==> src/sniffer_defs.svh <==
// ----------------------------
// Packet sniffer parameters
// Data width, capture buffer size and
// control register indices
// ----------------------------
`ifndef SNIFFER_DEFS_SVH
`define SNIFFER_DEFS_SVH

// Beat, buffer word and control data width
`define SNF_DATA_BITS 64
// Control byte address width
`define SNF_AXIL_ADDR_BITS 6

// Capture buffer geometry
`define SNF_BUF_DEPTH 256
`define SNF_BUF_ADDR_BITS 8

// Register indices, 8 bytes apart
`define SNF_REG_CTRL 0
`define SNF_REG_FILTER 1
`define SNF_REG_LEN 2
`define SNF_REG_STATE 3
`define SNF_REG_SIZE 4
`define SNF_REG_TIMER 5

`endif

==> src/sniffer_pkg.sv <==
// ----------------------------
// Packet sniffer types
// Width typedefs, capture state and the
// bundles passed between blocks
// ----------------------------
`default_nettype none
`include "sniffer_defs.svh"

package sniffer_pkg;

  // Widths with a meaning
  typedef logic [`SNF_DATA_BITS-1:0] snf_data_t;
  typedef logic [`SNF_BUF_ADDR_BITS-1:0] snf_addr_t;
  // One extra bit so a full buffer is representable
  typedef logic [`SNF_BUF_ADDR_BITS:0] snf_count_t;
  typedef logic [5:0] snf_class_t;
  typedef logic [63:0] snf_timer_t;

  typedef enum logic [1:0] {
    IDLE    = 2'd0,
    ARMED   = 2'd1,
    CAPTURE = 2'd2,
    FULL    = 2'd3
  } snf_state_e;

  // ----------------------------
  // AXI-Lite control channels
  // ----------------------------
  typedef struct packed {
    logic                           awvalid;
    logic [`SNF_AXIL_ADDR_BITS-1:0] awaddr;
    logic                           wvalid;
    snf_data_t                      wdata;
    logic [`SNF_DATA_BITS/8-1:0]    wstrb;
    logic                           bready;
    logic                           arvalid;
    logic [`SNF_AXIL_ADDR_BITS-1:0] araddr;
    logic                           rready;
  } axil_req_t;

  typedef struct packed {
    logic       awready;
    logic       wready;
    logic       bvalid;
    logic [1:0] bresp;
    logic       arready;
    logic       rvalid;
    snf_data_t  rdata;
    logic [1:0] rresp;
  } axil_rsp_t;

  // ----------------------------
  // Data path bundles
  // ----------------------------
  typedef struct packed {
    logic      valid;
    snf_data_t data;
    logic      last;
  } tap_beat_t;

  typedef struct packed {
    snf_data_t data;
    logic      last;
  } buf_word_t;

  typedef struct packed {
    logic      valid;
    snf_addr_t addr;
    buf_word_t word;
  } buf_wr_t;

  typedef struct packed {
    logic      valid;
    snf_addr_t addr;
  } buf_rd_t;

  // Valid and ready travel beside it
  typedef struct packed {
    snf_data_t data;
    logic      last;
  } drain_beat_t;

endpackage

`default_nettype wire

==> src/sniffer_capture.sv <==
// ----------------------------
// Sniffer capture engine
// Filters tap packets by class, writes
// accepted beats to the buffer and keeps
// size, state and a free-running timer
// ----------------------------
`timescale 1ns/1ps
`default_nettype none
`include "sniffer_defs.svh"

module sniffer_capture
  import sniffer_pkg::*;
(
  input  logic       aclk,
  input  logic       aresetn,
  input  logic       enable,
  input  snf_data_t  filter,
  input  snf_count_t len,
  input  tap_beat_t  tap,
  output buf_wr_t    buf_wr,
  output snf_count_t wr_count,
  output logic       session_start,
  output snf_state_e state,
  output snf_timer_t timer
);

  localparam snf_count_t DEPTH = snf_count_t'(`SNF_BUF_DEPTH);

  snf_state_e state_q;
  logic enable_q;
  logic in_pkt_q;
  logic start_q;
  snf_count_t wr_ptr_q;
  snf_count_t count_q;
  snf_timer_t timer_q;
  buf_wr_t wr_q;

  snf_class_t pkt_class;
  snf_count_t limit;
  snf_count_t ptr_next;
  logic rise;
  logic room;
  logic take;

  assign rise = enable && !enable_q;
  assign pkt_class = tap.data[5:0];
  // Length limit never exceeds the buffer
  assign limit = (len > DEPTH) ? DEPTH : len;
  assign room = wr_ptr_q < limit;
  assign ptr_next = wr_ptr_q + 1'b1;

  // Filter decision
  always_comb begin
    case (state_q)
      // Only the first beat of a packet may open a capture
      ARMED:   take = tap.valid && !in_pkt_q && filter[pkt_class] && room;
      CAPTURE: take = tap.valid && room;
      default: take = 1'b0;
    endcase
    if (!enable || rise) begin
      take = 1'b0;
    end
  end

  // ----------------------------
  // Capture FSM
  // ----------------------------
  always_ff @(posedge aclk) begin
    if (!aresetn) begin
      state_q  <= IDLE;
      enable_q <= 1'b0;
      in_pkt_q <= 1'b0;
      start_q  <= 1'b0;
      wr_ptr_q <= '0;
    end else begin
      enable_q <= enable;
      start_q  <= rise;
      // Packet boundary tracking, independent of state
      if (tap.valid) begin
        in_pkt_q <= !tap.last;
      end
      if (!enable) begin
        state_q <= IDLE;
      end else if (rise) begin
        state_q  <= ARMED;
        wr_ptr_q <= '0;
      end else begin
        if (take) begin
          wr_ptr_q <= ptr_next;
        end
        case (state_q)
          ARMED: begin
            if (!room) begin
              state_q <= FULL;
            end else if (take) begin
              if (ptr_next >= limit) begin
                state_q <= FULL;
              end else if (!tap.last) begin
                state_q <= CAPTURE;
              end
            end
          end
          CAPTURE: begin
            // Reaching the limit truncates the packet
            if (!room) begin
              state_q <= FULL;
            end else if (take) begin
              if (ptr_next >= limit) begin
                state_q <= FULL;
              end else if (tap.last) begin
                state_q <= ARMED;
              end
            end
          end
          default: ;
        endcase
      end
    end
  end

  // Buffer write one edge after the tap beat
  always_ff @(posedge aclk) begin
    if (!aresetn) begin
      wr_q.valid <= 1'b0;
    end else begin
      wr_q.valid <= take;
    end
    if (take) begin
      wr_q.addr      <= snf_addr_t'(wr_ptr_q);
      wr_q.word.data <= tap.data;
      wr_q.word.last <= tap.last;
    end
  end

  // Size follows the buffer write itself
  always_ff @(posedge aclk) begin
    if (!aresetn || rise) begin
      count_q <= '0;
    end else if (wr_q.valid) begin
      count_q <= count_q + 1'b1;
    end
  end

  always_ff @(posedge aclk) begin
    if (!aresetn) begin
      timer_q <= '0;
    end else begin
      timer_q <= timer_q + 1'b1;
    end
  end

  assign buf_wr        = wr_q;
  assign wr_count      = count_q;
  assign session_start = start_q;
  assign state         = state_q;
  assign timer         = timer_q;

endmodule

`default_nettype wire

==> config.mk <==
export PLATFORM = sky130hd
export DESIGN_NAME = sniffer_capture
export DESIGN_NICKNAME = d
export VERILOG_FILES = /design/src/sniffer_pkg.sv /design/src/sniffer_capture.sv
export VERILOG_INCLUDE_DIRS = /design/src
export SDC_FILE = /design/constraint.sdc
export NUM_CORES = 1
export LEC_CHECK = 0
export ABC_AREA = 1
export BUFFER_PORTS_ARGS = -buffer_cell sky130_fd_sc_hd__buf_2
export CORE_MARGIN = 2
export CORE_UTILIZATION = 54
export DETAILED_ROUTE_END_ITERATION = 8
export PLACE_DENSITY = 0.95
export SLEW_MARGIN = 25
export SYNTH_ARGS = -nofsm -noshare
export SYNTH_HDL_FRONTEND = slang
export SYNTH_SLANG_ARGS = --single-unit
==> constraint.sdc <==
create_clock -name aclk -period 7.5 [get_ports aclk]
set_input_delay 1.5 -clock aclk [delete_from_list [all_inputs] [get_ports aclk]]
set_output_delay 1.5 -clock aclk [all_outputs]
set_load 0.03 [all_outputs]
==> impl_results.md <==
* Status: complete, no violations
* First-pass GRT wire length at 38.3 mm
* Post-synth EDFFs at 73
* Critical Path AT at ~5300 ps
* Syn avg cell area at 8.51 um2
* Final Critical Period at 4950 ps
* CP Depth at 16
* Dominant cell type by area after synthesis: edfxtp_1
* Max cap viols at 0
* Syn Nets at 1084
* Reg2Reg Launch Point: wr_ptr_q[2]$_SDFFE_PN0P_
* RSZ-0062 raised after global routing: no
* HPWL Detailed at about 18 mm
* Final hold slack at 471 ps
* Seq/Total Area, Yosys at 50.5%
* Setup crit end: wr_ptr_q[2]$_SDFFE_PN0P_
* FF-to-FF setup slack at 4150 ps
* Max Root-Sink Buffers at 2
* Setup Buffers After CTS at 0
* Vias in the first global route at 7411
* Top delay family on crit path: buffers and inverters
* Growth of design area from synthesis to finish at 28.3%
* Number of nets with antenna violations after routing at 0
* Worst r2r dst: wr_ptr_q[2]$_SDFFE_PN0P_
* Final setup violating endpoints at 0
* Largest net degree at the start of global routing at 46
* Clock sinks at 161
* Fill cells at roughly 960
* Yosys top cell area share at 28.0%
* GRT Overall Usage at between 30 and 40%
* Power density cells at 190 nW/um2
* Hold Crit Class: reg -> reg
* CTS tree: done
* Ys async rst share at 0%
* Max IR drop VDD at 138 uV
* Layout cell share with drive strength beyond 1 at 30.2%
* Worst-path clk slew at about 70 ps
* Drt drc at 0
* H-tree depth at 4
* Hold-fix buffer count after cts at 0
* Routability congestion estimate at between 0.9 and 1
* Synth top area cells: edfxtp_1 28%, dfxtp_1 23%, nand2_1 9.8%, nand3_1 4.5%, inv_1 4.5%
* WS Path Type: in -> reg
* Rel. slew slack at 38.6%
* Critical path launch point type: input pin
* DP Worst Slack at 2300 ps
* IO Port Bufs at 291
* Sum of negative setup slack at 0 ps
* Slew @ Worst Pin at between 900 and 1000 ps
* Leak Pwr at 4.29 nW
* Initial core utilization at 55.7%
* Clk root buf: clkbuf_16
* First-pass iteration count of the detailed router at 6
* Routed vias at 7996
* Critical Path RT at 7850 ps
* IO Pins at around 300
* Clock latency on the worst-skew pair at 430 ps
* Slew Limit Fails at 0
* Die X at 124 um
* Mapped Area at 7820 um2
* Vias per inst at between 5 and 6
* Routed WL at 24.8 mm
* Crit path buffers/inverters at 4
* Die H at 124 um
* Initial DRC Count at between 800 and 900
* Fmax at 0.202 GHz
* Crit path launch: len[0]
* Row count at 43
* Yosys cell types at 44
* Synth Flop Type: dfxtp_1
* Highest-delay cell along the critical path: buf_4
* Post-CTS Resized at 0
* Synthesis-stage register bit count at around 160
* Critical Path, Cell by Cell: buf_2 -> nor4_1 -> a21oi_1 -> inv_1 -> nand2_1 -> ha_1 -> a21oi_1 -> o21ai_0 -> nand2_1 -> nand3_1 -> nor4b_1 -> nand2_1 -> clkinv_2 -> buf_4 -> nand2_1 -> a21oi_1
* Yosys warning total at 0
* Final period util at 66.0%
* Fin Clk Skew at 12.7 ps
* Die footprint at 15500 um2
* Number of cells on the worst reg-to-reg path at 11
* Final hold viol count at 0
* Max Fanout on Critical Path at 43
* Worst hold stages at 1
* Core area at 14000 um2
* Number of nets in the layout at 1377
* Worst path max stage delay at 580 ps
* Element type at the critical path end: flop
* Cell repeated most along the worst path: nand2_1
* Total congestion overflow at 0
* Cts bufs inserted at 17
* Mapped Cells at 919
* Antenna violations before repair at 7
* Post-route setup slack at 2550 ps
* DR WL/cell at between 15 and 20 um
## layout by cell type (no fill, tap or decap), types with 19 or more instances in the layout
master	n
a21oi_1	49
buf_2	291
dfxtp_1	88
edfxtp_1	73
ha_1	23
inv_1	94
nand2_1	205
nand3_1	71
nand4_1	19
nor2_1	89
nor3_1	48
## through the flow
| stage | cell area [um2] | instances | utilization, % | power [mW] |
|---|---|---|---|---|
| floorplan | 7820 | 919 | - | 1.01 |
| global placement | 9430 | 1373 | 67.2 | 1.07 |
| detailed placement | 9430 | 1373 | 67.2 | 1.07 |
| CTS | 10000 | 1405 | 71.3 | 1.91 |
| global route | 10000 | 1413 | 71.5 | 1.97 |
| finish | 10000 | 1414 | 71.5 | 1.91 |
## routing by layer
metal	GRT usage, %	wire length, um	vias to the layer above	part of all wire (%)
li1	-	-	3695	-
met1	38.2	9330	3633	38
met2	51.6	12000	563	48
met3	6.53	2370	105	9.5
met4	14.5	1170	0	4.7
met5	0	0	-	0
## logic make-up after synthesis
group | share of synthesized area [%]
compound gates | 6.24
xor+xnor | 2.57
fa+ha+maj | 3.68
buf+inv | 6.08
flops | 50.5
mux | 0.128
simple gates | 30.8
## worst register-to-register path: stages, from the launching register on
cell,delay (ps)
dfxtp_1,480
ha_1,330
a21oi_1,190
o21ai_0,90
nand2_1,80
nand3_1,150
nor4b_1,270
nand2_1,210
clkinv_2,520
buf_4,580
nand2_1,190
a21oi_1,170
## final cells by class
type	count	area, um2	area share, %
well taps	180	225	2.24
diodes	9	22.5	0.224
clock buffers	18	439	4.37
multi-input cells	635	3390	33.8
inverters	105	397	3.95
flip-flops and latches	161	3950	39.4
clock inverters	14	145	1.45
repair buffers	292	1460	14.6
## power by group
part           total, mW  switching [mW]  internal [mW]
sequential         0.923         0.00423          0.919
combinational      0.135          0.0813         0.0537
clock              0.854           0.402          0.451
## flip-flops by register name (all words and copies together), names as in the netlist
name	count
timer	64
state	2
wr_count	9
enable_q	1
wr_ptr_q	9
session_start	1
buf_wr	74
in_pkt_q	1
## cell usage after synthesis (2+ instances only)
cell type	n
dfxtp_1	88
nand3_4	3
and3_1	3
nand3_2	2
o21ai_1	10
nor3b_1	5
nor2_2	4
edfxtp_1	73
ha_1	23
a31oi_1	4
nand4_1	19
nand3_1	71
nor3_2	2
inv_1	94
nor2_4	8
nor2_1	89
nor3_1	48
a211oi_1	4
a21oi_1	49
xor2_1	17
o21a_1	4
inv_2	10
nor3b_2	2
nand3b_1	6
nor4_1	14
xnor2_1	6
buf_2	10
o21ai_0	18
clkbuf_1	8
nand2_2	7
nand2_1	205
## how the worst min path moves through the flow
stage	startpoint	slack, ps	to
after floorplan	enable_q$_SDFF_PN0_	430	session_start$_SDFF_PN0_
after global placement	timer[0]$_SDFF_PN0_	450	timer[0]$_SDFF_PN0_
after detailed placement	timer[0]$_SDFF_PN0_	460	timer[0]$_SDFF_PN0_
after CTS	timer[0]$_SDFF_PN0_	470	timer[0]$_SDFF_PN0_
after global routing	timer[0]$_SDFF_PN0_	490	timer[0]$_SDFF_PN0_
final	timer[0]$_SDFF_PN0_	470	timer[0]$_SDFF_PN0_
No activity file was read; power rests on OpenSTA's default activity.
