===== src/sniffer_defs.svh =====
// ----------------------------
// Packet sniffer parameters
// Data width, capture buffer size and
// control register indices
// ----------------------------
`ifndef SNIFFER_DEFS_SVH
`define SNIFFER_DEFS_SVH

// Beat, buffer word and control data width
`define SNF_DATA_BITS 64
// Control byte address width
`define SNF_AXIL_ADDR_BITS 6

// Capture buffer geometry
`define SNF_BUF_DEPTH 256
`define SNF_BUF_ADDR_BITS 8

// Register indices, 8 bytes apart
`define SNF_REG_CTRL 0
`define SNF_REG_FILTER 1
`define SNF_REG_LEN 2
`define SNF_REG_STATE 3
`define SNF_REG_SIZE 4
`define SNF_REG_TIMER 5

`endif


===== src/sniffer_pkg.sv =====
// ----------------------------
// Packet sniffer types
// Width typedefs, capture state and the
// bundles passed between blocks
// ----------------------------
`default_nettype none
`include "sniffer_defs.svh"

package sniffer_pkg;

  // Widths with a meaning
  typedef logic [`SNF_DATA_BITS-1:0] snf_data_t;
  typedef logic [`SNF_BUF_ADDR_BITS-1:0] snf_addr_t;
  // One extra bit so a full buffer is representable
  typedef logic [`SNF_BUF_ADDR_BITS:0] snf_count_t;
  typedef logic [5:0] snf_class_t;
  typedef logic [63:0] snf_timer_t;

  typedef enum logic [1:0] {
    IDLE    = 2'd0,
    ARMED   = 2'd1,
    CAPTURE = 2'd2,
    FULL    = 2'd3
  } snf_state_e;

  // ----------------------------
  // AXI-Lite control channels
  // ----------------------------
  typedef struct packed {
    logic                           awvalid;
    logic [`SNF_AXIL_ADDR_BITS-1:0] awaddr;
    logic                           wvalid;
    snf_data_t                      wdata;
    logic [`SNF_DATA_BITS/8-1:0]    wstrb;
    logic                           bready;
    logic                           arvalid;
    logic [`SNF_AXIL_ADDR_BITS-1:0] araddr;
    logic                           rready;
  } axil_req_t;

  typedef struct packed {
    logic       awready;
    logic       wready;
    logic       bvalid;
    logic [1:0] bresp;
    logic       arready;
    logic       rvalid;
    snf_data_t  rdata;
    logic [1:0] rresp;
  } axil_rsp_t;

  // ----------------------------
  // Data path bundles
  // ----------------------------
  typedef struct packed {
    logic      valid;
    snf_data_t data;
    logic      last;
  } tap_beat_t;

  typedef struct packed {
    snf_data_t data;
    logic      last;
  } buf_word_t;

  typedef struct packed {
    logic      valid;
    snf_addr_t addr;
    buf_word_t word;
  } buf_wr_t;

  typedef struct packed {
    logic      valid;
    snf_addr_t addr;
  } buf_rd_t;

  // Valid and ready travel beside it
  typedef struct packed {
    snf_data_t data;
    logic      last;
  } drain_beat_t;

endpackage

`default_nettype wire


===== src/sniffer_csr.sv =====
// ----------------------------
// Sniffer control slave
// AXI-Lite register file: enable, filter
// mask and length limit, plus live status
// reads of state, size and timer
// ----------------------------
`timescale 1ns/1ps
`default_nettype none
`include "sniffer_defs.svh"

module sniffer_csr
  import sniffer_pkg::*;
(
  input  logic       aclk,
  input  logic       aresetn,
  input  axil_req_t  axil_req,
  output axil_rsp_t  axil_rsp,
  output logic       cap_enable,
  output snf_data_t  cap_filter,
  output snf_count_t cap_len,
  input  snf_state_e cap_state,
  input  snf_count_t cap_size,
  input  snf_timer_t cap_timer
);

  localparam int NB = `SNF_DATA_BITS / 8;
  localparam int ADDR_LSB = $clog2(NB);
  localparam int IDX_BITS = `SNF_AXIL_ADDR_BITS - ADDR_LSB;

  // Channel state
  logic [`SNF_AXIL_ADDR_BITS-1:0] awaddr_q;
  logic [`SNF_AXIL_ADDR_BITS-1:0] araddr_q;
  logic awready_q;
  logic wready_q;
  logic bvalid_q;
  logic arready_q;
  logic rvalid_q;
  logic aw_en_q;
  snf_data_t rdata_q;

  // Register file
  logic ctrl_q;
  snf_data_t filter_q;
  snf_count_t len_q;

  logic reg_wren;
  logic reg_rden;
  logic [IDX_BITS-1:0] wr_idx;
  logic [IDX_BITS-1:0] rd_idx;
  snf_data_t wr_cur;
  snf_data_t wr_merged;
  snf_data_t rd_value;

  // Overlay strobed bytes of wdata on the current value
  function automatic snf_data_t merge_bytes(
    input snf_data_t        cur,
    input snf_data_t        wdata,
    input logic [NB-1:0]    strb
  );
    snf_data_t res;
    res = cur;
    for (int i = 0; i < NB; i++) begin
      if (strb[i]) begin
        res[i*8 +: 8] = wdata[i*8 +: 8];
      end
    end
    return res;
  endfunction

  // ----------------------------
  // Register writes
  // ----------------------------
  assign reg_wren = wready_q && axil_req.wvalid && awready_q && axil_req.awvalid;
  assign wr_idx = awaddr_q[ADDR_LSB +: IDX_BITS];

  // Current value of the addressed register, zero-extended
  always_comb begin
    case (wr_idx)
      `SNF_REG_CTRL:   wr_cur = snf_data_t'(ctrl_q);
      `SNF_REG_FILTER: wr_cur = filter_q;
      `SNF_REG_LEN:    wr_cur = snf_data_t'(len_q);
      default:         wr_cur = '0;
    endcase
    wr_merged = merge_bytes(wr_cur, axil_req.wdata, axil_req.wstrb);
  end

  always_ff @(posedge aclk) begin
    if (!aresetn) begin
      ctrl_q   <= 1'b0;
      filter_q <= '0;
      len_q    <= '0;
    end else if (reg_wren) begin
      // Status registers and holes drop the write
      case (wr_idx)
        `SNF_REG_CTRL:   ctrl_q <= wr_merged[0];
        `SNF_REG_FILTER: filter_q <= wr_merged;
        `SNF_REG_LEN:    len_q <= wr_merged[`SNF_BUF_ADDR_BITS:0];
        default: ;
      endcase
    end
  end

  // ----------------------------
  // Register reads
  // ----------------------------
  assign reg_rden = arready_q && axil_req.arvalid && !rvalid_q;
  assign rd_idx = araddr_q[ADDR_LSB +: IDX_BITS];

  // Status sampled live at the read
  always_comb begin
    case (rd_idx)
      `SNF_REG_CTRL:   rd_value = snf_data_t'(ctrl_q);
      `SNF_REG_FILTER: rd_value = filter_q;
      `SNF_REG_LEN:    rd_value = snf_data_t'(len_q);
      `SNF_REG_STATE:  rd_value = snf_data_t'(cap_state);
      `SNF_REG_SIZE:   rd_value = snf_data_t'(cap_size);
      `SNF_REG_TIMER:  rd_value = snf_data_t'(cap_timer);
      default:         rd_value = '0;
    endcase
  end

  // ----------------------------
  // Channel handshakes
  // ----------------------------
  always_ff @(posedge aclk) begin
    if (!aresetn) begin
      awready_q <= 1'b0;
      wready_q  <= 1'b0;
      aw_en_q   <= 1'b1;
      bvalid_q  <= 1'b0;
    end else begin
      // Address and data accepted together, one write at a time
      if (!awready_q && axil_req.awvalid && axil_req.wvalid && aw_en_q) begin
        awready_q <= 1'b1;
        wready_q  <= 1'b1;
        aw_en_q   <= 1'b0;
        awaddr_q  <= axil_req.awaddr;
      end else begin
        awready_q <= 1'b0;
        wready_q  <= 1'b0;
        if (axil_req.bready && bvalid_q) begin
          aw_en_q <= 1'b1;
        end
      end
      // Response held until bready
      if (reg_wren && !bvalid_q) begin
        bvalid_q <= 1'b1;
      end else if (axil_req.bready && bvalid_q) begin
        bvalid_q <= 1'b0;
      end
    end
  end

  always_ff @(posedge aclk) begin
    if (!aresetn) begin
      arready_q <= 1'b0;
      rvalid_q  <= 1'b0;
      rdata_q   <= '0;
    end else begin
      // No new read while a response waits
      if (!arready_q && axil_req.arvalid && !rvalid_q) begin
        arready_q <= 1'b1;
        araddr_q  <= axil_req.araddr;
      end else begin
        arready_q <= 1'b0;
      end
      if (reg_rden) begin
        rvalid_q <= 1'b1;
        rdata_q  <= rd_value;
      end else if (rvalid_q && axil_req.rready) begin
        rvalid_q <= 1'b0;
      end
    end
  end

  // Responses are always OKAY
  always_comb begin
    axil_rsp.awready = awready_q;
    axil_rsp.wready  = wready_q;
    axil_rsp.bvalid  = bvalid_q;
    axil_rsp.bresp   = 2'b00;
    axil_rsp.arready = arready_q;
    axil_rsp.rvalid  = rvalid_q;
    axil_rsp.rdata   = rdata_q;
    axil_rsp.rresp   = 2'b00;
  end

  assign cap_enable = ctrl_q;
  assign cap_filter = filter_q;
  assign cap_len    = len_q;

endmodule

`default_nettype wire


===== config.mk =====
export PLATFORM = sky130hd
export DESIGN_NAME = sniffer_csr
export DESIGN_NICKNAME = d
export VERILOG_FILES = /design/src/sniffer_pkg.sv /design/src/sniffer_csr.sv
export VERILOG_INCLUDE_DIRS = /design/src
export SDC_FILE = /design/constraint.sdc
export NUM_CORES = 1
export LEC_CHECK = 0
export BUFFER_PORTS_ARGS = -buffer_cell sky130_fd_sc_hd__buf_2
export CAP_MARGIN = 30
export CORE_AREA = 5 5 126 128
export DETAILED_ROUTE_END_ITERATION = 8
export DIE_AREA = 0 0 131 133
export PLACE_DENSITY = 0.88
export SYNTH_ARGS = -nofsm -noshare
export SYNTH_HDL_FRONTEND = slang
export SYNTH_SLANG_ARGS = --single-unit

===== constraint.sdc =====
create_clock -name aclk -period 1.9 [get_ports aclk]
set_input_delay 0.38 -clock aclk [delete_from_list [all_inputs] [get_ports aclk]]
set_output_delay 0.38 -clock aclk [all_outputs]
set_load 0.01 [all_outputs]

==> results.yml <==
global_routing:
  grt_pass1_vias: 6512
  overflow: 0
  grt_pass1_wl_um: 33300
  grt_usage: 0.243
  grt_max_degree: 80
  antenna_found_initial: 1
setup_path:
  arrival_ns: 2.03
  crit_path_max_fanout: 38
  r2r-start: "awaddr_q[5]$_DFFE_PP_"
  r2r_slack_ns: 0.21
  critPathRequiredTime_ns: 2.24
  critPathLaunchType: "flop"
  critPathCaptureType: "flop"
  critical_path_class: "flop to flop"
  reg2reg_to: "cap_filter[51]$_SDFFE_PN0P_"
  r2r_cells: 5
clocking:
  clk_pin_slew_ns: 0.06
  clock_tree.buffer_depth: 2
  cts_hold_buf: 0
  insertion_delay_ns: 0.42
  cts_buffers: 17
  clockRootBuffer: "clkbuf_16"
  tritoncts: "built"
  h-tree-depth: 4
  cts_sinks: 149
  post_cts_resized: 0
  post_cts_buffers: 0
drt:
  dr.pass1.iters: 8
  wl_met2_um: 10900
  ant_nets: 0
  drtIter0Drc: 442
  num_vias: 6601
  top_layer: "met4"
  drc: 0
  vias_per_cell: 5.58
  wire_per_inst_um: 18.6
  met1Wirelength_um: 8400
  wl_met3_um: 2000
  routed_wl_um: 22000
timing:
  period_share: 0.887
  hold_violations: 0
  final_max_slew_viol_count: 0
  min_period_ns: 1.69
  worst_pin_slew_ns: 0.654
  rsz0062_at_grt: "no"
  relSlewSlack: 0.558
  setup_violations: 0
  fmax_mhz: 593
  skew_ns: 0.0104
  tns_ns: 0
finish:
  final_common_cell: "buf_2"
  instances_no_fill: 1184
  areaGrowthSynthToFinish_pct: 31.2
  layout.cells.most_common_list: "buf_2 (302), dfxtp_1 (143), a21oi_1 (84)"
  final_nets: 1149
  drive_gt1_frac: 0.451
flow_run:
  max_cap_viol_count: 0
power_and_ir_drop:
  ir_drop_mv: 0.506
  p_per_area_mw_per_mm2: 778
  p_leak_nw: 3.96
yosys:
  ys_types: 44
  yosys_warnings: 0
  synth_area_per_cell_um2: 9.54
  synth-seq-cells: 149
  ys_seq_area_frac: 0.450
  syn_area_mm2: 0.00676
  syn-instance-count: 709
die:
  dieArea_mm2: 0.0174
  die_x_um: 131
  ios: 313
  core-area_mm2: 0.0148
  initial_core_util: 0.458
  fp-row-count: 45
  fp.dieH_um: 133
min_path:
  min_path_type: "input pin to flop"
  holdPathEnd: "awaddr_q[5]$_DFFE_PP_"
  holdPathStages: 1
  min_from: "axil_req[87]"
placed_design:
  io_buffers: 302
  gp_congestion: 0.944
  dp_hpwl_um: 16100
  dp.cells: 1152
status:
  status: "completed"
## state kept, by name, indices dropped and copies added, names as in the netlist
| signal | cells |
|---|---|
| rdata_q | 64 |
| cap_filter | 64 |
| aw_en_q | 1 |
| arready_q | 1 |
| rvalid_q | 1 |
| bvalid_q | 1 |
| cap_enable | 1 |
| araddr_q | 3 |
| wready_q | 1 |
| cap_len | 9 |
| awaddr_q | 3 |
## metrics by stage
| step | power [mW] | util | hold slack, ns | worst slack [ns] | cell area (um^2) |
|---|---|---|---|---|---|
| after global placement | 3.77 | 0.563 | 0.432 | 0.240 | 8310 |
| after floorplan | 3.54 | - | 0.438 | 0.424 | 6770 |
| after CTS | 6.94 | 0.601 | 0.120 | 0.188 | 8870 |
| after global routing | 7.14 | 0.602 | 0.115 | 0.0767 | 8870 |
| final | 6.90 | 0.602 | 0.141 | 0.214 | 8870 |
| after detailed placement | 3.78 | 0.563 | 0.440 | 0.208 | 8310 |
## cells in the mapped netlist (all sizes together)
library cell,n,area share
or2,1,0.00093
a22oi,62,0.084
nor2,57,0.032
nand4b,8,0.018
dfxtp,143,0.42
nand3b,21,0.023
a21oi,89,0.069
nand2b,4,0.0037
o311ai,2,0.0026
nor4b,2,0.0026
nor3,3,0.0022
nand2,64,0.036
o41ai,1,0.0013
nand3,56,0.041
and4b,1,0.0015
and2,1,0.00093
mux2i,13,0.019
o21a,1,0.0011
conb,1,0.00055
xnor2,1,0.0013
o21ai,18,0.013
o22ai,9,0.0083
a22o,7,0.0091
buf,50,0.058
a211oi,3,0.0041
nor2b,3,0.0043
edfxtp,6,0.027
nor3b,2,0.0046
mux2,56,0.093
clkbuf,23,0.014
inv,1,0.00055
## power by group
part	internal (mW)	total, mW	switching [mW]
Clock	1.87	3.18	1.31
Combinational	0.253	0.535	0.282
Sequential	3.17	3.18	0.0183
Total	5.29	6.90	1.61
## layer usage
| metal | vias to the layer above | GRT usage |
|---|---|---|
| li1 | 3092 | - |
| met1 | 3089 | 0.290 |
| met2 | 349 | 0.392 |
| met3 | 71 | 0.0682 |
| met4 | 0 | 0.127 |
| met5 | - | 0 |
## worst max-delay path: stages, from the launching register on
cell and delay, ns:
edfxtp_1 0.48, nand4b_4 0.27, nor3b_4 0.32, buf_12 0.25, nand3_1 0.11, a21oi_1 0.15
## worst max path at each step
| stage | startpoint | endpoint | cells past startpoint |
|---|---|---|---|
| after detailed placement | awaddr_q[5]$_DFFE_PP_ | cap_filter[10]$_SDFFE_PN0P_ | 5 |
| final | awaddr_q[5]$_DFFE_PP_ | cap_filter[51]$_SDFFE_PN0P_ | 5 |
| after global placement | awaddr_q[5]$_DFFE_PP_ | cap_filter[9]$_SDFFE_PN0P_ | 5 |
| after CTS | awaddr_q[5]$_DFFE_PP_ | cap_filter[10]$_SDFFE_PN0P_ | 5 |
| after floorplan | aresetn | araddr_q[3]$_DFFE_PP_ | 3 |
| after global routing | awaddr_q[5]$_DFFE_PP_ | cap_filter[11]$_SDFFE_PN0P_ | 5 |
## area by class of cell
class,count,area (um^2)
well taps,188,235
inverters,1,5.00
repair buffers,325,1780
fillers,1211,5880
flip-flops and latches,149,3040
clock inverters,10,98.8
clock buffers,21,460
diodes,1,2.50
multi-input cells,489,3240
## cell families (layout without fill, tap and decap cells)
| kind of cell | count (synthesis) | after routing | share of synthesized area |
|---|---|---|---|
| AOI/OAI and AO/OA | 192 | 192 | 0.192 |
| xor gates and xnor gates | 1 | 1 | 0.00130 |
| buffers and inverters | 74 | 357 | 0.0727 |
| DFF | 149 | 149 | 0.450 |
| muxes | 69 | 69 | 0.113 |
| other | 1 | 5 | 0.000555 |
| and+or+nand+nor | 223 | 223 | 0.171 |
Power figures use the tool's default switching activity.
