[src/sniffer_defs.svh]
// ----------------------------
// Packet sniffer parameters
// Data width, capture buffer size and
// control register indices
// ----------------------------
`ifndef SNIFFER_DEFS_SVH
`define SNIFFER_DEFS_SVH

// Beat, buffer word and control data width
`define SNF_DATA_BITS 64
// Control byte address width
`define SNF_AXIL_ADDR_BITS 6

// Capture buffer geometry
`define SNF_BUF_DEPTH 256
`define SNF_BUF_ADDR_BITS 8

// Register indices, 8 bytes apart
`define SNF_REG_CTRL 0
`define SNF_REG_FILTER 1
`define SNF_REG_LEN 2
`define SNF_REG_STATE 3
`define SNF_REG_SIZE 4
`define SNF_REG_TIMER 5

`endif

[src/sniffer_pkg.sv]
// ----------------------------
// Packet sniffer types
// Width typedefs, capture state and the
// bundles passed between blocks
// ----------------------------
`default_nettype none
`include "sniffer_defs.svh"

package sniffer_pkg;

  // Widths with a meaning
  typedef logic [`SNF_DATA_BITS-1:0] snf_data_t;
  typedef logic [`SNF_BUF_ADDR_BITS-1:0] snf_addr_t;
  // One extra bit so a full buffer is representable
  typedef logic [`SNF_BUF_ADDR_BITS:0] snf_count_t;
  typedef logic [5:0] snf_class_t;
  typedef logic [63:0] snf_timer_t;

  typedef enum logic [1:0] {
    IDLE    = 2'd0,
    ARMED   = 2'd1,
    CAPTURE = 2'd2,
    FULL    = 2'd3
  } snf_state_e;

  // ----------------------------
  // AXI-Lite control channels
  // ----------------------------
  typedef struct packed {
    logic                           awvalid;
    logic [`SNF_AXIL_ADDR_BITS-1:0] awaddr;
    logic                           wvalid;
    snf_data_t                      wdata;
    logic [`SNF_DATA_BITS/8-1:0]    wstrb;
    logic                           bready;
    logic                           arvalid;
    logic [`SNF_AXIL_ADDR_BITS-1:0] araddr;
    logic                           rready;
  } axil_req_t;

  typedef struct packed {
    logic       awready;
    logic       wready;
    logic       bvalid;
    logic [1:0] bresp;
    logic       arready;
    logic       rvalid;
    snf_data_t  rdata;
    logic [1:0] rresp;
  } axil_rsp_t;

  // ----------------------------
  // Data path bundles
  // ----------------------------
  typedef struct packed {
    logic      valid;
    snf_data_t data;
    logic      last;
  } tap_beat_t;

  typedef struct packed {
    snf_data_t data;
    logic      last;
  } buf_word_t;

  typedef struct packed {
    logic      valid;
    snf_addr_t addr;
    buf_word_t word;
  } buf_wr_t;

  typedef struct packed {
    logic      valid;
    snf_addr_t addr;
  } buf_rd_t;

  // Valid and ready travel beside it
  typedef struct packed {
    snf_data_t data;
    logic      last;
  } drain_beat_t;

endpackage

`default_nettype wire

[src/sniffer_drain.sv]
// ----------------------------
// Sniffer drain engine
// Fetches captured words in order and
// streams them out under valid/ready
// through a two-entry skid buffer
// ----------------------------
`timescale 1ns/1ps
`default_nettype none
`include "sniffer_defs.svh"

module sniffer_drain
  import sniffer_pkg::*;
(
  input  logic        aclk,
  input  logic        aresetn,
  input  logic        session_start,
  input  snf_count_t  wr_count,
  output buf_rd_t     rd,
  input  logic        rd_grant,
  input  buf_word_t   rd_word,
  output logic        out_valid,
  input  logic        out_ready,
  output drain_beat_t out_beat
);

  // Skid storage and pointers
  drain_beat_t skid_mem [2];
  logic skid_wr_q;
  logic skid_rd_q;
  logic [1:0] skid_cnt_q;

  // Word fetched last cycle, arriving now
  logic inflight_q;
  snf_count_t rd_ptr_q;

  logic room;
  logic push;
  logic pop;

  // Stored words plus the one in flight must fit in two entries
  assign room = (skid_cnt_q == 2'd0) || ((skid_cnt_q == 2'd1) && !inflight_q);
  assign push = inflight_q;
  assign pop  = out_valid && out_ready;

  always_comb begin
    rd.valid = (rd_ptr_q < wr_count) && room;
    rd.addr  = snf_addr_t'(rd_ptr_q);
  end

  // ----------------------------
  // Fetch and skid control
  // ----------------------------
  always_ff @(posedge aclk) begin
    if (!aresetn || session_start) begin
      // New session restarts from word 0, old words dropped
      rd_ptr_q   <= '0;
      inflight_q <= 1'b0;
      skid_wr_q  <= 1'b0;
      skid_rd_q  <= 1'b0;
      skid_cnt_q <= 2'd0;
    end else begin
      inflight_q <= rd_grant;
      if (rd_grant) begin
        rd_ptr_q <= rd_ptr_q + 1'b1;
      end
      if (push) begin
        skid_wr_q <= !skid_wr_q;
      end
      if (pop) begin
        skid_rd_q <= !skid_rd_q;
      end
      skid_cnt_q <= skid_cnt_q + 2'(push) - 2'(pop);
    end
  end

  always_ff @(posedge aclk) begin
    if (push) begin
      skid_mem[skid_wr_q].data <= rd_word.data;
      skid_mem[skid_wr_q].last <= rd_word.last;
    end
  end

  // Head entry stays put until taken
  assign out_valid = skid_cnt_q != 2'd0;
  assign out_beat  = skid_mem[skid_rd_q];

endmodule

`default_nettype wire

[config.mk]
export PLATFORM = sky130hd
export DESIGN_NAME = sniffer_drain
export DESIGN_NICKNAME = d
export VERILOG_FILES = /design/src/sniffer_pkg.sv /design/src/sniffer_drain.sv
export VERILOG_INCLUDE_DIRS = /design/src
export SDC_FILE = /design/constraint.sdc
export NUM_CORES = 1
export LEC_CHECK = 0
export BUFFER_PORTS_ARGS = -buffer_cell sky130_fd_sc_hd__buf_4
export CAP_MARGIN = 20
export CORE_MARGIN = 4
export CORE_UTILIZATION = 52
export DETAILED_ROUTE_END_ITERATION = 10
export PLACE_DENSITY = 0.83
export SETUP_SLACK_MARGIN = 0.15
export SYNTH_ARGS = -nofsm -noshare
export SYNTH_HDL_FRONTEND = slang
export SYNTH_SLANG_ARGS = --single-unit
[constraint.sdc]
create_clock -name aclk -period 5.2 [get_ports aclk]
set_input_delay 1.04 -clock aclk [delete_from_list [all_inputs] [get_ports aclk]]
set_output_delay 1.04 -clock aclk [all_outputs]
set_load 0.05 [all_outputs]
==> metrics.txt, run 1 <==
WS Path Type=register to primary output; startpoint types=register; clk_lat worst skew=0.51 ns; syn_area_per_cell=about 18 µm²; DRT iter0 DRCs=175; Die W=111 µm; layout cells sized above 1=52.9%; worst clock skew=0.00580 ns; max_slew headroom=roughly two fifths; status=complete, no violations; most frequent cells in the layout=155 x buf_4, 130 x edfxtp_1, 65 x mux2_2; Core ar.=10400 µm²; die height=between 100 and 150 µm; CTS max path bufs=2; Via density=5.05; CTS tree=yes; CTS Sinks=between 100 and 150; slowest stage cell, crit path=dfxtp_2; Layout Nets=555; Setup-failing EPs final=0; cell taking the most area after synthesis=edfxtp_1; Worst Tran Pin Value=0.900 ns; aggregate global-route resource usage=about 18%; vias in the first global route=3327; most common cell after layout, fill and taps aside=buf_4; Final Max Tran Viols=0; first-pass GRT wire length=16.8 mm; number of distinct library cells after synthesis=28; clock buffer count from CTS=17; Setup TNS Final=0 ns; area delta synth->final=33.2%; crit share post-route=between 60% and 70%; gr ovfl total=0; total number of vias=3090; initial antenna violation count=0; maximum clock rate=283 MHz; crit end category=primary output; cells after synthesis=between 300 and 400; Initial Utilization=between 50% and 60%; post-synth net total=just under 400; P_leak=2.86 nW; most used cell, CP=buf_4; Final HPWL DP=7.13 mm; final wirelength=roughly 11 mm; Synth warnings=0; Post-Syn Area=5560 µm²; Clock Tree Root=clkbuf_8; antenna-violating nets left=0; die area=12400 µm²; worst hold-check path type=register to register; Max H-tree Level=4; final hold violations=0; Max-cap violations=0; Max FO, Critical Path=34; Seq cells post-synth=145; post-CTS setup buffers=0; DRC=0; WP data arrival=2.49 ns; drt pass-1 iters=4; Post-CTS Hold Buffers=0; clock-pin slew on the worst setup and hold paths=approximately 0.060 ns; routed len/inst=17.5 µm; final worst path period need=3.53 ns; worst vdd ir=around 0.19 mV; Ant. Diodes=0; port buffer count=153; RSZ-0062 raised after global routing=no; RePlAce Congestion=~0.74; worst-path cell chain=buf_4 -> mux2_2 -> buf_4; Seq/Total Area, Yosys=75.6%; Resized Gates After CTS=0; synth top area cells=edfxtp_1 70%, mux2_2 13%, dfxtp_1 5.4%; Power Total=~2.7 mW; site row count=37; cell area power density=369 nW/µm²; Required @ worst endpoint=roughly 4.2 ns; Yosys top cell area share=70.2%; top-level port count=about 150; pin count of the biggest net entering global routing=66; Critical Path Max Stage Delay=0.83 ns
[through the flow]
| step | hold slack (ns) | instance area [µm²] | util (%) | instances | setup slack [ns] |
|---|---|---|---|---|---|
| final | 0.553 | 7410 | 71.5 | 612 | 1.67 |
| after global placement | 0.497 | 6800 | 65.6 | 582 | 2.02 |
| after global routing | 0.572 | 7410 | 71.5 | 612 | 1.53 |
| after detailed placement | 0.540 | 6800 | 65.6 | 582 | 1.98 |
| after floorplan | 0.481 | 5560 | - | 308 | 1.56 |
| after CTS | 0.553 | 7410 | 71.5 | 612 | 1.61 |
[synthesized netlist by cell type]
master    instances
a211o_1           1
nand2b_1          1
or2_2             1
o211a_1           1
inv_1            12
nor2_1           14
xnor2_1           6
edfxtp_1        130
buf_2             7
nand2_1           6
dfxtp_1          15
buf_4             9
nor2b_1           2
ha_1             11
o21ai_0           4
xor2_1            4
mux2i_1           1
nand3_1           1
and2_1            2
mux2_2           65
nor3_1            2
and3_1            1
or3_1             2
nand4_1           2
a21oi_1           5
nand4_2           1
clkbuf_1          1
a31oi_1           1
[worst max-delay path: cells and delay by family (launching register included)]
kind                   cells  cell delay [ns]
flip-flops                 1             0.83
buffers and inverters      2             0.73
multiplexers               1             0.41
[per-layer routing]
metal / routed length (µm) / global-route usage, % / up-vias
met1: 4380 / 21.1 / 1501
met3: 722 / 6.47 / 10
li1: - / - / 1462
met5: 0 / 0 / -
met4: 124 / 6.08 / 0
met2: 5480 / 29.4 / 117
[final cells by class]
cell class | count | area (µm²)
tap | 136 | 170
fill | 673 | 2960
timing repair buffer | 155 | 1160
inverter | 12 | 45.0
multi-input combinational | 134 | 1220
clock buffer | 19 | 422
sequential | 145 | 4210
clock inverter | 11 | 189
[state kept, by name (all words and copies together), names as in the netlist, named ones only]
name        count
skid_rd_q       1
skid_mem      130
inflight_q      1
rd_ptr_q        9
skid_cnt_q      2
skid_wr_q       1
[path summary, 6_finish.rpt]
kind / end / from / slack, ns / cells past startpoint
max: out_beat[14] / register / 1.67 / 3
min: skid_rd_q / skid_rd_q / 0.55 / 2
min reg2reg: skid_rd_q / skid_rd_q / 0.55 / 2
max reg2reg: skid_mem[0][23] / inflight_q / 3.07 / 3
[kinds of logic (layout without fill, tap and decap cells)]
logic type / after synthesis / count (layout) / share of synthesized area, %
mux: 66 / 66 / 13.3
simple gates: 35 / 35 / 3.08
xor+xnor: 10 / 10 / 1.57
buf+inv: 29 / 197 / 2.72
flops: 145 / 145 / 75.6
compound gates: 12 / 12 / 1.26
fa+ha+maj: 11 / 11 / 2.47
[report_power, final]
group	internal (mW)	switching (mW)	leakage [nW]	total, mW
combinational	0.0784	0.109	1.26	0.188
sequential	1.29	0.00674	1.30	1.30
clock	0.819	0.428	0.295	1.25
Note: power is estimated with default switching activity, not from simulation.
==> inputs of run 2 (changes only) <==
Settings changed: ABC_AREA from default to 1, CORE_UTILIZATION 52 to 47, PLACE_DENSITY 0.83 to 0.79.
Clock period 5.2 ns to 3.14 ns, I/O delays scaled along.
==> metrics.txt, run 2 <==
layout cells sized above 1=49.1% (was 52.9%); number of distinct library cells after synthesis=22 (was 28); antenna-violating nets left=0 (unchanged); Via density=4.78 (was 5.05); FF-to-FF path depth=3 (unchanged); die area=14300 µm² (was 12400 µm²); Synth warnings=0 (unchanged); first-pass GRT wire length=17.3 mm (was 16.8 mm); final worst path period need=approximately 2.6 ns; cell taking the most area after synthesis=edfxtp_1 (unchanged); Resized Gates After CTS=0 (unchanged); initial antenna violation count=0 (unchanged); site row count=40 (was 37); post-CTS setup buffers=0 (unchanged); biggest regs=skid_mem (130), rd_ptr_q (9), skid_cnt_q (2) (unchanged); status=complete, no violations (unchanged); Fillers=882 (was 673); final hold violations=0 (unchanged); crit end category=primary output (unchanged); syn_area_per_cell=17.0 µm² (was 18.1 µm²); metal3 WL=784 µm (was 722 µm); Post-CTS Hold Buffers=0 (unchanged); met1 WL=4.48 mm (was 4.38 mm); cell with the most instances after synthesis=edfxtp_1 (unchanged); most used cell, CP=buf_4 (unchanged); Seq/Total Area, Yosys=71.6% (was 75.6%); worst clock skew=0.00325 ns (was 0.00580 ns); most common cell after layout, fill and taps aside=buf_4 (unchanged); P_leak=3.10 nW (was 2.86 nW); number of enable flip-flop cells after synthesis=130 (unchanged); Hold Startpoint=rd_word[3] (was skid_rd_q); largest family of logic cells by synthesized area=multiplexers (unchanged); Setup-failing EPs final=0 (unchanged); port buffer count=153 (unchanged); vias in the first global route=3441 (was 3327); Initial Utilization=48.5% (was 53.7%); WS Path Type=register to primary output (unchanged); worst-path cell chain=buf_4 -> mux2_2 -> buf_4 (unchanged); Post-synth top flop=edfxtp_1 (unchanged); final wirelength=11.1 mm (was 10.7 mm); CTS Sinks=145 (unchanged); worst vdd ir=0.307 mV (was 0.190 mV); adder-cell share of the synthesized area=2.34% (was 2.47%); Top Layer Used=met4 (unchanged); Seq cells post-synth=145 (unchanged); hold depth=1 (was 2); Worst Tran Pin Value=0.715 ns (was 0.900 ns); RSZ-0062 raised after global routing=no (unchanged); Die W=120 µm (was 111 µm); worst r2r src=skid_wr_q (was inflight_q); Critical Path Max Stage Delay=0.66 ns (was 0.83 ns); worst hold-check path type=input port to register (was register to register); crit share post-route=82.7%; Met2 Wirelength=5.67 mm (was 5.48 mm); CTS tree=yes (unchanged); Largest register FFs=130 (unchanged); drt pass-1 iters=4 (unchanged); area delta synth->final=32.0% (was 33.2%); clock buffer count from CTS=17 (unchanged); Synth async-reset ratio=0% (unchanged); Max-cap violations=0 (unchanged); cell area power density=569 nW/µm² (was 369 nW/µm²); Post-Syn Area=5870 µm² (was 5560 µm²); Setup TNS Final=0 ns (unchanged); xor and xnor area share after synthesis=0.298% (was 1.57%); mux cell area share after synthesis=15.7% (was 13.3%); pin count of the biggest net entering global routing=48 (was 66); die height=120 µm (was 111 µm); post-synth net total=436 (was 398); Max H-tree Level=4 (unchanged); Biggest register=skid_mem (unchanged); flop-to-flop setup slack=1.39 ns (was 3.07 ns); FF-to-FF End=skid_mem[1][16] (was skid_mem[0][23]); post-synthesis simple-gate area fraction=5.05% (was 3.08%); clk_lat worst skew=0.41 ns (was 0.51 ns); cells after synthesis=346 (was 308); routed len/inst=16.2 µm (was 17.5 µm); total number of vias=3296 (was 3090); clock-pin slew on the worst setup and hold paths=0.06 ns (about the same); Final Max Tran Viols=0 (unchanged); DRT iter0 DRCs=184 (was 175); CTS max path bufs=2 (unchanged); aggregate global-route resource usage=15.8% (was 17.6%); Core ar.=12100 µm² (was 10400 µm²); Synth Area in Compound Gates=0.895% (was 1.26%); Clock Tree Root=clkbuf_16 (was clkbuf_8); synth top area cells=edfxtp_1 67%, mux2_4 13%, dfxtp_1 5.1% (was edfxtp_1 70%, mux2_2 13%, dfxtp_1 5.4%); slowest stage cell, crit path=dfxtp_4 (was dfxtp_2); Power Total=4.41 mW (was 2.73 mW); synth cell count leaders=130 x edfxtp_1, 50 x mux2_4, 36 x nand2_1 (was 130 x edfxtp_1, 65 x mux2_2, 15 x dfxtp_1); Max FO, Critical Path=28 (was 34); Ant. Diodes=0 (unchanged); gr ovfl total=0 (unchanged); startpoint types=register (unchanged); WP data arrival=1.97 ns (was 2.49 ns); Area after DPL=7170 µm² (was 6800 µm²); Design Area, Final=7750 µm² (was 7410 µm²); DRC=0 (unchanged); RePlAce Congestion=0.823 (was 0.739); Yosys top cell area share=66.5% (was 70.2%); maximum clock rate=385 MHz; Layout Nets=598 (was 555); Final HPWL DP=7.97 mm (was 7.13 mm); most frequent cells in the layout=156 x buf_4, 130 x edfxtp_1, 50 x mux2_4 (was 155 x buf_4, 130 x edfxtp_1, 65 x mux2_2); hold path endpoint=skid_mem[1][3] (was skid_rd_q); max_slew headroom=52.3% (was 40.0%); top-level port count=154 (unchanged); Required @ worst endpoint=2.51 ns (was 4.16 ns)
[run 2: changes by cell type after synthesis, sizes merged, moves of 2 or more]
cell   previous run  this run
nor2b             2         0
a21oi             5         7
xor2              4         0
nand2             6        37
nand3             1         6
and2              2         0
xnor2             6         2
or3               2         0
nor2             14        21
o21ai             4         2
inv              12        29
[run 2: final cells by class]
type,instances,area (µm²),share of cell area [%]
Sequential cell,145,4210,54.3
Timing Repair Buffer,158,1210,15.6
Clock buffer,19,433,5.59
Inverter,29,109,1.41
Multi-Input combinational cell,157,1430,18.5
Tap cell,168,210,2.71
Clock inverter,13,144,1.86
[run 2: per-stage QoR]
stage                     hold slack, ns  setup slack (ns)  instances  utilization, %
after floorplan                    0.467             0.572        346               -
after global placement             0.480             0.881        657            59.2
after detailed placement           0.489             0.846        657            59.2
after CTS                          0.378             0.498        689            64.0
after global routing               0.378             0.446        689            64.0
final                              0.401             0.542        689            64.0
[run 2: power by group]
part,switching [mW],internal [mW]
clock network,0.706,1.23
logic,0.184,0.142
registers,0.0113,2.14
total,0.901,3.51
[run 2: metal layers]
layer / GRT usage (%) / vias up
li1: - / 1566
met1: 18.1 / 1586
met2: 27.0 / 124
met3: 5.56 / 20
met4: 6.80 / 0
met5: 0 / -
[run 2: critical path, delay by kind of cell (launching register included)]
family / cells / cell delay [ns]
flops: 1 / 0.66
buf+inv: 2 / 0.53
mux: 1 / 0.36
[run 2: kinds of logic after synthesis]
group | Yosys count
AOI/OAI and AO/OA | 10
xor gates and xnor gates | 2
adders and majority gates | 11
buffers and inverters | 44
DFF | 145
muxes | 65
and+or+nand+nor | 69
[run 2: worst max path at each step]
stage	start	end	slack, ns	cells past startpoint
after detailed placement	wr_count[4]	rd[8]	0.85	9
after floorplan	wr_count[4]	rd[8]	0.57	7
final	register	out_beat[0]	0.54	3
after CTS	register	out_beat[0]	0.50	3
after global placement	wr_count[4]	rd[8]	0.88	9
after global routing	register	out_beat[0]	0.45	3
==> inputs of run 3 (changes only) <==
Settings changed: ABC_AREA 1 to 0, PLACE_DENSITY 0.79 to 0.8.
Clock period 3.14 ns to 2.3 ns, I/O delays scaled along.
==> metrics.txt, run 3 (synthesis gave the netlist of run 1 again) <==
Via density=4.98 (was 4.78); WS Path Type=register to primary output (unchanged); die area=13600 µm² (was 14300 µm²); CTS Sinks=145 (unchanged); layout cells sized above 1=56.5% (was 49.1%); Fillers=791 (was 882); final worst-path setup slack=0.131 ns (was 0.542 ns); clock-pin slew on the worst setup and hold paths=0.06 ns (about the same); total number of vias=3151 (was 3296); Die W=117 µm (was 120 µm); RSZ-0062 raised after global routing=yes (was no); clk_lat worst skew=0.41 ns (about the same); Clock Tree Root=clkbuf_16 (unchanged); port buffer count=153 (unchanged); top-level port count=154 (unchanged); biggest regs=skid_mem (130), rd_ptr_q (9), skid_cnt_q (2) (unchanged); crit end category=primary output (unchanged); antenna-violating nets left=0 (unchanged); hold depth=1 (unchanged); max_slew headroom=62.0% (was 52.3%); FF-to-FF path depth=8 (was 3); Setup-failing EPs final=0 (unchanged); site row count=39 (was 40); Post-CTS Hold Buffers=0 (unchanged); Final HPWL DP=7.14 mm (was 7.97 mm); Core ar.=11500 µm² (was 12100 µm²); Post-Layout Cell Count=633 (was 689); Power Total=5.91 mW (was 4.41 mW); startpoint types=register (unchanged); Worst Tran Pin Value=0.570 ns (was 0.715 ns); CTS max path bufs=2 (unchanged); worst vdd ir=0.546 mV (was 0.307 mV); Largest register FFs=130 (unchanged); Max FO, Critical Path=4 (was 28); final worst path period need=2.17 ns; drt pass-1 iters=4 (unchanged); Area after DPL=6880 µm² (was 7170 µm²); RePlAce Congestion=0.763 (was 0.823); CTS tree=yes (unchanged); DRC=0 (unchanged); worst clock skew=0.00501 ns (was 0.00325 ns); Final Max Tran Viols=0 (unchanged); final hold violations=0 (unchanged); Design Area, Final=7660 µm² (was 7750 µm²); die height=117 µm (was 120 µm); vias in the first global route=3413 (was 3441); Required @ worst endpoint=1.84 ns (was 2.51 ns); Max H-tree Level=4 (unchanged); Layout Nets=567 (was 598); worst-path cell chain=ha_4 -> and3_4 -> nand3_2 -> o211a_1 -> buf_6 (was buf_4 -> mux2_2 -> buf_4); P_leak=2.92 nW (was 3.10 nW); maximum clock rate=461 MHz; most common cell after layout, fill and taps aside=buf_4 (unchanged); worst hold-check path type=input port to register (unchanged); clock buffer count from CTS=17 (unchanged); Initial Utilization=48.3% (was 48.5%); footprint of the multi-input gates=1300 µm² (was 1430 µm²); Ant. Diodes=0 (unchanged); WHS=0.230 ns (was 0.401 ns); register area=4230 µm² (was 4210 µm²); final wirelength=10.9 mm (was 11.1 mm); Biggest register=skid_mem (unchanged); area delta synth->final=37.6% (was 32.0%); gr ovfl total=0 (unchanged); WP data arrival=1.71 ns (was 1.97 ns); Inst Count DP=592 (was 657); first-pass GRT wire length=16.5 mm (was 17.3 mm); routed len/inst=17.2 µm (was 16.2 µm); most frequent cells in the layout=158 x buf_4, 130 x edfxtp_1, 65 x mux2_2 (was 156 x buf_4, 130 x edfxtp_1, 50 x mux2_4); Max-cap violations=0 (unchanged); Setup TNS Final=0 ns (unchanged); final cell utilization of the core=66.5% (was 64.0%); aggregate global-route resource usage=16.3% (was 15.8%); crit share post-route=~94%; Critical Path Max Stage Delay=0.37 ns (was 0.66 ns); cell area power density=772 nW/µm² (was 569 nW/µm²); Place WS=0.195 ns (was 0.846 ns); pin count of the biggest net entering global routing=52 (was 48); initial antenna violation count=0 (unchanged); DRT iter0 DRCs=184 (unchanged); slowest stage cell, crit path=dfxtp_4 (unchanged); status=complete, no violations (unchanged)
==> run 3: cell count changes in the layout (fill, tap and decap cells not counted), sizes merged, moves of 5 or more <==
cell   delta
nand2    -31
nand3     -5
nor2      -7
buf       +9
inv      -17
==> run 3: worst paths after layout <==
kind | from | to | slack (ns)
min reg2reg | skid_rd_q | register | 0.52
min | rd_word[5] | skid_mem[1][5] | 0.23
max reg2reg | skid_cnt_q[1] | skid_cnt_q[1] | 0.50
max | rd_ptr_q[7] | rd[8] | 0.13
==> run 3: cell type report <==
class                      instances  share of cell area, %
sequential                       145                   55.2
timing repair buffer             167                   17.7
multi-input combinational        134                   16.9
clock buffer                      19                   5.65
tap                              143                   2.34
clock inverter                    13                   1.57
inverter                          12                  0.588
==> run 3: power breakdown <==
| group | internal [mW] | switching (mW) | total, mW |
|---|---|---|---|
| registers | 2.91 | 0.0133 | 2.92 |
| logic | 0.188 | 0.256 | 0.444 |
| clock network | 1.57 | 0.970 | 2.54 |
==> run 3: critical path, delay by kind of cell, from the launching register on <==
kind	cells	cell delay [ns]
flops	1	0.37
simple gates	2	0.28
fa+ha+maj	1	0.27
compound gates	1	0.24
buf+inv	1	0.15
==> run 3: what timing repair did <==
action / CTS / global route
setup endpoints to repair: 56 / 24
resized for setup: 16 / 8
buffers inserted: 3 / 5
cloned: 1 / 0
pin swaps: 4 / 5
==> run 3: per-layer routing <==
metal / global-route usage, % / routed length (µm) / vias up
met3: 6.89 / 963 / 12
met1: 18.7 / 4300 / 1530
met4: 5.96 / 107 / 0
met5: 0 / 0 / -
met2: 27.5 / 5510 / 120
li1: - / - / 1489
